**config.mk**
```make
export PLATFORM = sky130hd
export DESIGN_NAME = pc_cfg_top
export DESIGN_NICKNAME = d
export VERILOG_FILES = /design/src/hdl/pc_cfg_pkg.sv /design/src/hdl/beat_counter.sv /design/src/hdl/chan_assembler.sv /design/src/hdl/hold_buf.sv /design/src/hdl/pc_cfg_top.sv /design/src/hdl/pc_word_parser.sv
export VERILOG_INCLUDE_DIRS = /design/src /design/src/hdl
export SDC_FILE = /design/constraint.sdc
export NUM_CORES = 1
export LEC_CHECK = 0
export ABC_AREA = 1
export BUFFER_PORTS_ARGS = -buffer_cell sky130_fd_sc_hd__buf_4
export CORE_ASPECT_RATIO = 2
export CORE_MARGIN = 2
export CORE_UTILIZATION = 35
export DETAILED_ROUTE_END_ITERATION = 16
export PLACE_DENSITY = 0.54
export RECOVER_POWER = 50
export SETUP_SLACK_MARGIN = 0.4
export SYNTH_ARGS = -nofsm -noshare
export SYNTH_HDL_FRONTEND = slang
export SYNTH_HIERARCHICAL = 1
export SYNTH_SLANG_ARGS = --single-unit
```
**constraint.sdc**
```tcl
create_clock -name clk -period 14.4 [get_ports clk]
set_clock_uncertainty 0.15 [all_clocks]
set_input_delay 4.32 -clock clk [delete_from_list [all_inputs] [get_ports clk]]
set_output_delay 4.32 -clock clk [all_outputs]
set_load 0.01 [all_outputs]
```
**src/hdl/pc_cfg_params.svh**
```systemverilog
`ifndef PC_CFG_PARAMS_SVH
`define PC_CFG_PARAMS_SVH

//////////////////////////////////////////////////
// widths and counts of the config front end
//////////////////////////////////////////////////

// host word width
`define PC_WIDTH 32

// width of one config register, also one channel beat
`define NCONF 16

// number of config registers, addressed by the low id bits
`define NREG 16

// number of config channels
`define NCHAN 2

// beats that make up one channel value, low half first
`define CHAN_BEATS 2

// BD word fields
`define BD_PAYLOAD 20
`define LEAF_W 6

`endif

```
**src/hdl/pc_cfg_pkg.sv**
```systemverilog
`include "pc_cfg_params.svh"

package pc_cfg_pkg;

  //////////////////////////////////////////////////
  // host side
  //////////////////////////////////////////////////

  // one raw word from the host
  typedef logic [`PC_WIDTH-1:0] pc_word_t;

  // destination of a host word, from its top bits
  // 0x -> BD, 10 -> register, 11 -> channel
  typedef enum logic [1:0] {
    bd_word,
    reg_word,
    chan_word
  } word_kind_t;

  // one register value, also one channel beat
  typedef logic [`NCONF-1:0] conf_t;

  //////////////////////////////////////////////////
  // outputs
  //////////////////////////////////////////////////

  // BD-bound word, leaf code on top
  typedef struct packed {
    logic [`LEAF_W-1:0]     leaf;
    logic [`BD_PAYLOAD-1:0] payload;
  } bd_word_t;

  // channel index, only as wide as NCHAN needs
  localparam int CHAN_ID_W = $clog2(`NCHAN);
  typedef logic [CHAN_ID_W-1:0] chan_id_t;

  // assembled channel value, first beat in the low bits
  typedef struct packed {
    chan_id_t                       chan;
    logic [`NCONF*`CHAN_BEATS-1:0] value;
  } chan_value_t;

endpackage

```
**src/hdl/beat_counter.sv**
```systemverilog
`include "pc_cfg_params.svh"

module beat_counter
  import pc_cfg_pkg::*;
(
  input  logic     clk,
  input  logic     reset,

  // one accepted beat on step_chan
  input  logic     step,
  input  chan_id_t step_chan,

  // selected channel is at its final beat
  output logic     last
);

  localparam int CNT_W = (`CHAN_BEATS > 1) ? $clog2(`CHAN_BEATS) : 1;

  // one beat count per channel
  logic [CNT_W-1:0] count [`NCHAN];

  // looks at the selected channel only
  assign last = count[step_chan] == CNT_W'(`CHAN_BEATS - 1);

  // advance the stepped channel, wrap after its final beat
  always_ff @(posedge clk or posedge reset) begin
    if (reset) begin
      for (int i = 0; i < `NCHAN; i++) begin
        count[i] <= '0;
      end
    end else if (step) begin
      for (int i = 0; i < `NCHAN; i++) begin
        if (step_chan == chan_id_t'(i)) begin
          if (last) begin
            count[i] <= '0;
          end else begin
            count[i] <= count[i] + 1'b1;
          end
        end
      end
    end
  end

endmodule

```
**src/hdl/chan_assembler.sv**
```systemverilog
`include "pc_cfg_params.svh"

module chan_assembler
  import pc_cfg_pkg::*;
(
  input  logic        clk,
  input  logic        reset,

  // beats from the parser
  input  logic        beat_v,
  input  chan_id_t    beat_chan,
  input  conf_t       beat_data,
  output logic        beat_a,

  // assembled values, to the channel holding buffer
  output logic        out_v,
  output chan_value_t out_value,
  input  logic        out_a
);

  // earlier beats of a value, the final one comes straight from the input
  localparam int SR_W   = `NCONF * (`CHAN_BEATS - 1);
  localparam int FULL_W = `NCONF * `CHAN_BEATS;

  logic [SR_W-1:0]   shift_regs [`NCHAN];
  logic [FULL_W-1:0] full_value;
  logic [SR_W-1:0]   shift_next;
  logic              last;
  logic              beat_take;

  //////////////////////////////////////////////////
  // beat bookkeeping
  //////////////////////////////////////////////////

  assign beat_take = beat_v && beat_a;

  beat_counter u_beat_counter (
    .clk       (clk),
    .reset     (reset),
    .step      (beat_take),
    .step_chan (beat_chan),
    .last      (last)
  );

  //////////////////////////////////////////////////
  // assembly
  //////////////////////////////////////////////////

  // newest beat on top, so the first beat ends up in the low half
  assign full_value = {beat_data, shift_regs[beat_chan]};
  assign shift_next = full_value[FULL_W-1 -: SR_W];

  // only non-final beats go into the shift register
  always_ff @(posedge clk) begin
    if (beat_take && !last) begin
      shift_regs[beat_chan] <= shift_next;
    end
  end

  // a final beat leaves in the same cycle it is taken
  assign out_v           = beat_v && last;
  assign out_value.chan  = beat_chan;
  assign out_value.value = full_value;

  // non-final beats never wait; the final one waits for room downstream
  assign beat_a = beat_v && (!last || out_a);

endmodule

```
**src/hdl/hold_buf.sv**
```systemverilog
module hold_buf #(
  parameter type payload_t = logic
) (
  input  logic     clk,
  input  logic     reset,

  // upstream side
  input  logic     in_v,
  input  payload_t in_d,
  output logic     in_a,

  // downstream side
  output logic     out_v,
  output payload_t out_d,
  input  logic     out_a
);

  logic full;

  //////////////////////////////////////////////////
  // single entry slice
  //////////////////////////////////////////////////

  // room when empty, or when the held item leaves this cycle
  // so a steady stream moves one item per cycle
  assign in_a  = !full || out_a;
  assign out_v = full;

  // whenever there is room, the slot takes whatever is offered
  always_ff @(posedge clk or posedge reset) begin
    if (reset) begin
      full <= 1'b0;
    end else if (in_a) begin
      full <= in_v;
    end
  end

  // payload only moves on a transfer in
  always_ff @(posedge clk) begin
    if (in_v && in_a) begin
      out_d <= in_d;
    end
  end

endmodule

```
**src/hdl/pc_cfg_top.sv**
```systemverilog
`include "pc_cfg_params.svh"

module pc_cfg_top
  import pc_cfg_pkg::*;
(
  input  logic              clk,
  input  logic              reset,

  // host words
  input  logic              pc_v,
  input  pc_word_t          pc_d,
  output logic              pc_a,

  // config registers
  output conf_t [`NREG-1:0] conf_regs,

  // chip-side BD port
  output logic              bd_v,
  output bd_word_t          bd_word,
  input  logic              bd_a,

  // shared channel output
  output logic              chan_v,
  output chan_value_t       chan_out,
  input  logic              chan_a
);

  // parser to BD buffer
  logic        bd_in_v;
  bd_word_t    bd_in;
  logic        bd_in_a;

  // parser to assembler
  logic        beat_v;
  chan_id_t    beat_chan;
  conf_t       beat_data;
  logic        beat_a;

  // assembler to channel buffer
  logic        asm_v;
  chan_value_t asm_value;
  logic        asm_a;

  //////////////////////////////////////////////////
  // word decode and steering
  //////////////////////////////////////////////////

  pc_word_parser u_parser (
    .clk       (clk),
    .reset     (reset),
    .pc_v      (pc_v),
    .pc_d      (pc_d),
    .pc_a      (pc_a),
    .conf_regs (conf_regs),
    .bd_in_v   (bd_in_v),
    .bd_in     (bd_in),
    .bd_in_a   (bd_in_a),
    .beat_v    (beat_v),
    .beat_chan (beat_chan),
    .beat_data (beat_data),
    .beat_a    (beat_a)
  );

  // BD path, one cycle through the slice
  hold_buf #(.payload_t(bd_word_t)) u_bd_buf (
    .clk   (clk),
    .reset (reset),
    .in_v  (bd_in_v),
    .in_d  (bd_in),
    .in_a  (bd_in_a),
    .out_v (bd_v),
    .out_d (bd_word),
    .out_a (bd_a)
  );

  //////////////////////////////////////////////////
  // channel path
  //////////////////////////////////////////////////

  chan_assembler u_assembler (
    .clk       (clk),
    .reset     (reset),
    .beat_v    (beat_v),
    .beat_chan (beat_chan),
    .beat_data (beat_data),
    .beat_a    (beat_a),
    .out_v     (asm_v),
    .out_value (asm_value),
    .out_a     (asm_a)
  );

  hold_buf #(.payload_t(chan_value_t)) u_chan_buf (
    .clk   (clk),
    .reset (reset),
    .in_v  (asm_v),
    .in_d  (asm_value),
    .in_a  (asm_a),
    .out_v (chan_v),
    .out_d (chan_out),
    .out_a (chan_a)
  );

endmodule

```
**src/hdl/pc_word_parser.sv**
```systemverilog
`include "pc_cfg_params.svh"

module pc_word_parser
  import pc_cfg_pkg::*;
(
  input  logic                 clk,
  input  logic                 reset,

  // host words
  input  logic                 pc_v,
  input  pc_word_t             pc_d,
  output logic                 pc_a,

  // config registers
  output conf_t [`NREG-1:0]    conf_regs,

  // BD-bound words, to the BD holding buffer
  output logic                 bd_in_v,
  output bd_word_t             bd_in,
  input  logic                 bd_in_a,

  // channel beats, to the assembler
  output logic                 beat_v,
  output chan_id_t             beat_chan,
  output conf_t                beat_data,
  input  logic                 beat_a
);

  //////////////////////////////////////////////////
  // field split
  //////////////////////////////////////////////////

  // register / channel word
  //   [31:30] kind  [29:24] id  [23:16] unused  [15:0] data
  // BD word
  //   [31:30] 0x  [29:24] leaf  [23:20] unused  [19:0] payload

  logic [1:0]               kind_bits;
  logic [$clog2(`NREG)-1:0] reg_sel;
  chan_id_t                 chan_sel;
  conf_t                    conf_data;
  bd_word_t                 bd_fields;
  word_kind_t               kind;

  assign kind_bits = pc_d[`PC_WIDTH-1 -: 2];

  // only the low id bits select, higher ids alias
  assign reg_sel  = pc_d[`PC_WIDTH-8 +: $clog2(`NREG)];
  assign chan_sel = pc_d[`PC_WIDTH-8 +: CHAN_ID_W];

  assign conf_data = pc_d[`NCONF-1:0];

  // leaf sits right below the kind bits, same place as the id
  assign bd_fields.leaf    = pc_d[`PC_WIDTH-3 -: `LEAF_W];
  assign bd_fields.payload = pc_d[`BD_PAYLOAD-1:0];

  // top bit 0 means BD, whatever the next bit is
  always_comb begin
    if (!kind_bits[1]) begin
      kind = bd_word;
    end else if (!kind_bits[0]) begin
      kind = reg_word;
    end else begin
      kind = chan_word;
    end
  end

  //////////////////////////////////////////////////
  // config registers
  //////////////////////////////////////////////////

  // register words never stall, so pc_v alone marks the write
  always_ff @(posedge clk or posedge reset) begin
    if (reset) begin
      conf_regs <= '0;
    end else if (pc_v && kind == reg_word) begin
      conf_regs[reg_sel] <= conf_data;
    end
  end

  //////////////////////////////////////////////////
  // steering
  //////////////////////////////////////////////////

  // at most one of the two downstream valids is high
  assign bd_in_v = pc_v && kind == bd_word;
  assign bd_in   = bd_fields;

  assign beat_v    = pc_v && kind == chan_word;
  assign beat_chan = chan_sel;
  assign beat_data = conf_data;

  // ack comes back from whichever side the word is going to
  always_comb begin
    pc_a = 1'b0;
    if (pc_v) begin
      case (kind)
        bd_word:   pc_a = bd_in_a;
        reg_word:  pc_a = 1'b1;
        chan_word: pc_a = beat_a;
        default:   pc_a = 1'b0;
      endcase
    end
  end

endmodule

```
* Word level (Yosys, flattened, before mapping) *
Memories as Yosys holds them, arrays and structs flattened. A register that Yosys moved wholly into a read port is not among the register bits.
Cells that the tools add are included.
Widths: inputs -> output; s select.

cells by class
  add/sub/neg operators = 2
  order comparisons = 3
  equal/unequal tests = 2
  muxes and demuxes = 14
  bitwise operators = 2
  reductions and logical operators = 19

operators by type and width
  operator             count
  $bwmux 256           1
  $demux 16 s4         1
  $mux 16              1
  $logic_and 1x1->1    10
  $mux 1               8
  $lt 4x5->1 const B   1
  $ge 4x1->1 const B   1
  $mux 2               2
  $reduce_and 2->1     2
  $logic_not 1->1      3
  $logic_or 1x1->1     3
  $pmux 1 s3           1
  $add 1x1->1 const B  2
  $eq 2x1->1 const B   1
  $eq 2x2->1 const B   1
  $ge 2x2->1 const B   1
  $logic_not 2->1      1
  $not 1->2            1
  $not 1->1            1

word-level totals
  register bits = 319
  RAM bits = 32
  input port bits = 37
  output and inout port bits = 318
  word-level logic and storage cells = 67
  memories = 1

memory list
  name                    words  bits a word  rd ports  clocked after memory_dff  write ports  RTL line              text
  u_assembler.shift_regs  2      16           1         1                         1            chan_assembler.sv:25  logic [SR_W-1:0] shift_regs [`NCHAN];

* Logic depth before layout (Yosys ltp) *
  word-level depth = 11
  depth in mapped cells = 7
  gate-level depth less buffers = 7

* Modules after synthesis *
Netlist, hierarchy kept.

by module, submodules not included
  module                 instances  cells each  area an instance (um2)  sequential area each (um2)
  pc_word_parser         1          1222        10616.4                 6406.1
  chan_assembler         1          110         1375.1                  960.9
  hold_buf (u_chan_buf)  1          40          1039.7                  1016.0
  hold_buf (u_bd_buf)    1          33          829.5                   805.8
  beat_counter           1          16          106.4                   50.0

* Worst setup path after synthesis *
OpenSTA, ideal clock, no wires.

  path type = input port to output port
  start = input pc_d[24]
  end = output pc_a
  arrival = 5.309 ns
  data required time = 9.930 ns
  slack = 4.621 ns
  cell stages on the path = 6
  buffers on the path = 1
  cells stage by stage = buf_4 > nand2_1 > o21ai_0 > a21boi_0 > nor2_1 > nor2_1

on the way
  longest elaborated chain between the ends = 9

RTL lines
  what                                        RTL line              text
  from (decl)                                 pc_cfg_top.sv:11      input pc_word_t pc_d,
  $not 1->2 (not written as such)             beat_counter.sv:23    assign last = count[step_chan] == CNT_W'(`CHAN_BEATS - 1);
  $mux 1 (not written as such) (3 in series)  beat_counter.sv:23
  named net u_assembler.last                  chan_assembler.sv:28  logic last;
  $logic_not 1->1                             chan_assembler.sv:66  assign beat_a = beat_v && (!last || out_a);
  $logic_or 1x1->1                            chan_assembler.sv:66
  $logic_and 1x1->1                           chan_assembler.sv:66
  named net beat_a                            pc_cfg_top.sv:37      logic beat_a;
  $pmux 1 s3                                  pc_word_parser.sv:97  case (kind)
  $mux 1                                      pc_word_parser.sv:96  if (pc_v) begin
  to (decl)                                   pc_cfg_top.sv:12      output logic pc_a,

The timed path passes the listed nets, and every way through them passes these cells. The select of a mux whose other input is x is not followed.

* Worst setup path in the final report *
Same ends and word-level chain as after synthesis.

==> flow_summary_export.csv <==
group,metric,value,unit
place,dp.cells,2151,
worst_setup_path,startpoint_type,"input pin",
drt,route.antenna.remaining_nets,0,
place,port_buffers,350,
timing,fin_crit_sh,77.5,%
clocking,root_buffer,"clkbuf_16",
drt,drt_iter0_drc,660,
global_routing,track_usage,21.9,%
clocking,clkLatencyLatePin,520,ps
die,initial_core_util,35.4,%
yosys,synth_cell_types,20,
global_routing,grt_first_pass_wirelength,69.1,mm
die,die_area,41600,sq um
pwr,total_leakage_power,0.00800,uW
clocking,cts_buffers,34,
place,place.detailed.hpwl,30.4,mm
drt,wl_per_cell,20.9,um
drt,viasPerCell,4.82,
die,ios,355,
yosys,synth-seq-cells,351,
outcome,status,"finished with violations",
die,num_rows,103,
yosys,synth_area_leaders,"dfrtp_1 47%, edfxtp_1 20%, nand2_1 16%",
place,routabilityCongestion,0.802,
layout,final_cell_mix,"600 x nand2_1, 305 x clkbuf_1, 260 x dfrtp_1",
clocking,postCtsSetupBuffers,0,
worst_setup_path,worst-endpoint-required,9930,ps
layout,utilization,41.8,%
drt,drc,0,
timing,relSlewSlack,-243,%
yosys,syn_nets,1458,
pwr,fin_total_pwr,2420,uW
layout,layout_commonest_cell,"nand2_1",
layout,final_area,16500,sq um
pwr,power.density,147,nW/um^2
yosys,synth.cell_area,14000,sq um
worst_setup_path,crit_start,"pc_d[24]",
die,die_h,287,um
yosys,syn_inst,1421,
timing,fin_setup_tns,0,ps
clocking,clock-sinks,351,
timing,tightest_slew,5110,ps
flow_run,maxCapViolations,12,
timing,rsz0062_at_grt,"no",
clocking,cts_tree,"done",
yosys,yosys_warnings,6,
outcome,violations,"max-capacitance violations, max-slew violations",
layout,antenna_cells,0,
global_routing,grt-ovfl-total,0,
clocking,cts_hold_buf,0,
yosys,synth.top_cell.area_share,46.6,%
timing,drv_slew,346,
worst_hold_path,worstHoldStart,"u_parser/conf_regs[142]",
clocking,ctsResizeCount,0,
layout,areaGrowthSynthToFinish,17.9,%
yosys,syn_avg_cell_area,9.83,sq um
global_routing,antenna_found_initial,0,
layout,drive_gt1_share,8.08,%
worst_setup_path,path_class,"in -> out",
clocking,h-tree-depth,2,
worst_setup_path,crit_arrival,6690,ps
die,core-area,39400,sq um
global_routing,grt_start_max_net_pins,179,
timing,min_period,11160,ps
drt,vias,10600,
worst_setup_path,endpoint_kind,"primary output",
global_routing,grt_pass1_vias,10700,
clocking,cts_buffer_depth,3,
die,die_w,145,um
worst_setup_path,critPathMaxFanout,30,
drt,routed_wl,46.2,mm
yosys,synth-seq-area-share,66.1,%
timing,setup_violations,0,
yosys,synth_top_area_cell,"dfrtp_1",
worst_setup_path,r2r_start,"u_bd_buf/out_v",
clocking,path_clk_slew,60,ps
layout,fin_cells,2208,
pwr,ir_worst_vdd,0.126,mV
drt,drt-pass1-iter-count,5,
timing,fmax,89.6,MHz
timing,final_hold_viol_count,0,
layout,nets,1699,
place,dpl-instance-area,16500,sq um
worst_hold_path,hp-class,"reg -> reg",
## synth_stat cells
cell and instances:
nand2_1 600, dfrtp_1 260, nand3_1 253, edfxtp_1 91, buf_4 62, buf_2 44
clkbuf_1 42, nor2_1 19, inv_1 17, nand2_2 7, buf_1 5, nor2_2 5
nor2_4 5, inv_2 3, a21oi_1 2, o21ai_0 2, a21boi_0 1, buf_12 1
buf_6 1, inv_8 1
## final timing paths
check / end / cells after the start / slack [ps]
max: pc_a / 6 / 3240
min: u_parser/conf_regs[142] / 2 / 320
max reg2reg: u_bd_buf/out_d[20] / 1 / 11280
min reg2reg: u_parser/conf_regs[142] / 2 / 320
max in group asynchronous: u_parser/conf_regs[188] / 2 / 6590
min in group asynchronous: u_bd_buf/out_v / 2 / 3520
## sequential cells by signal (all words and copies together), names as in the netlist
register / flops
u_parser/conf_regs: 256
u_chan_buf/out_d: 33
u_assembler/shift_regs: 32
u_bd_buf/out_d: 26
u_assembler/u_beat_counter/count: 2
u_bd_buf/out_v: 1
u_chan_buf/out_v: 1
## logic make-up (layout without fill, tap and decap cells)
kind of cell | Yosys count | in the layout | share of synthesized area (%)
AO/OA/AOI/OAI | 5 | 5 | 0.197
buffers and inverters | 176 | 438 | 7.01
AND/OR/NAND/NOR | 889 | 889 | 26.6
flip-flops | 351 | 351 | 66.1
## stage by stage
step,setup WS (ps),hold slack (ps)
3_3_place_gp,4150,306
4_1_cts,4100,325
5_1_grt,2910,337
3_5_place_dp,4100,309
6_report,3240,319
2_1_floorplan,2890,291
## critical path, stage by stage
cell and delay [ps]:
clkbuf_1 1020, o21ai_0 420, a21boi_0 560, nor2_1 100, nor2_1 120, buf_4 130
## area by class of cell
cell class,instances,area (sq um)
fill,4126,23000
sequential,351,9240
multi-input combinational,894,3770
timing repair buffer,360,1600
clock buffer,46,977
tap,525,657
clock inverter,11,144
inverter,21,81.3
## metal layers
metal,up-vias,part of all wire [%],GRT usage (%),routed length [um]
li1,4968,-,-,-
met1,5179,37,24.7,16900
met2,390,53,39.6,24300
met3,98,5.8,4.39,2690
met4,0,4.9,10.3,2280
met5,-,0,0,0
## report_power, final
part	internal [uW]	total, uW	switching [uW]
sequential	1130	1180	57.4
clock	531	916	385
combinational	93.8	322	229
total	1750	2420	671
Note: power is estimated with default switching activity, not from simulation.
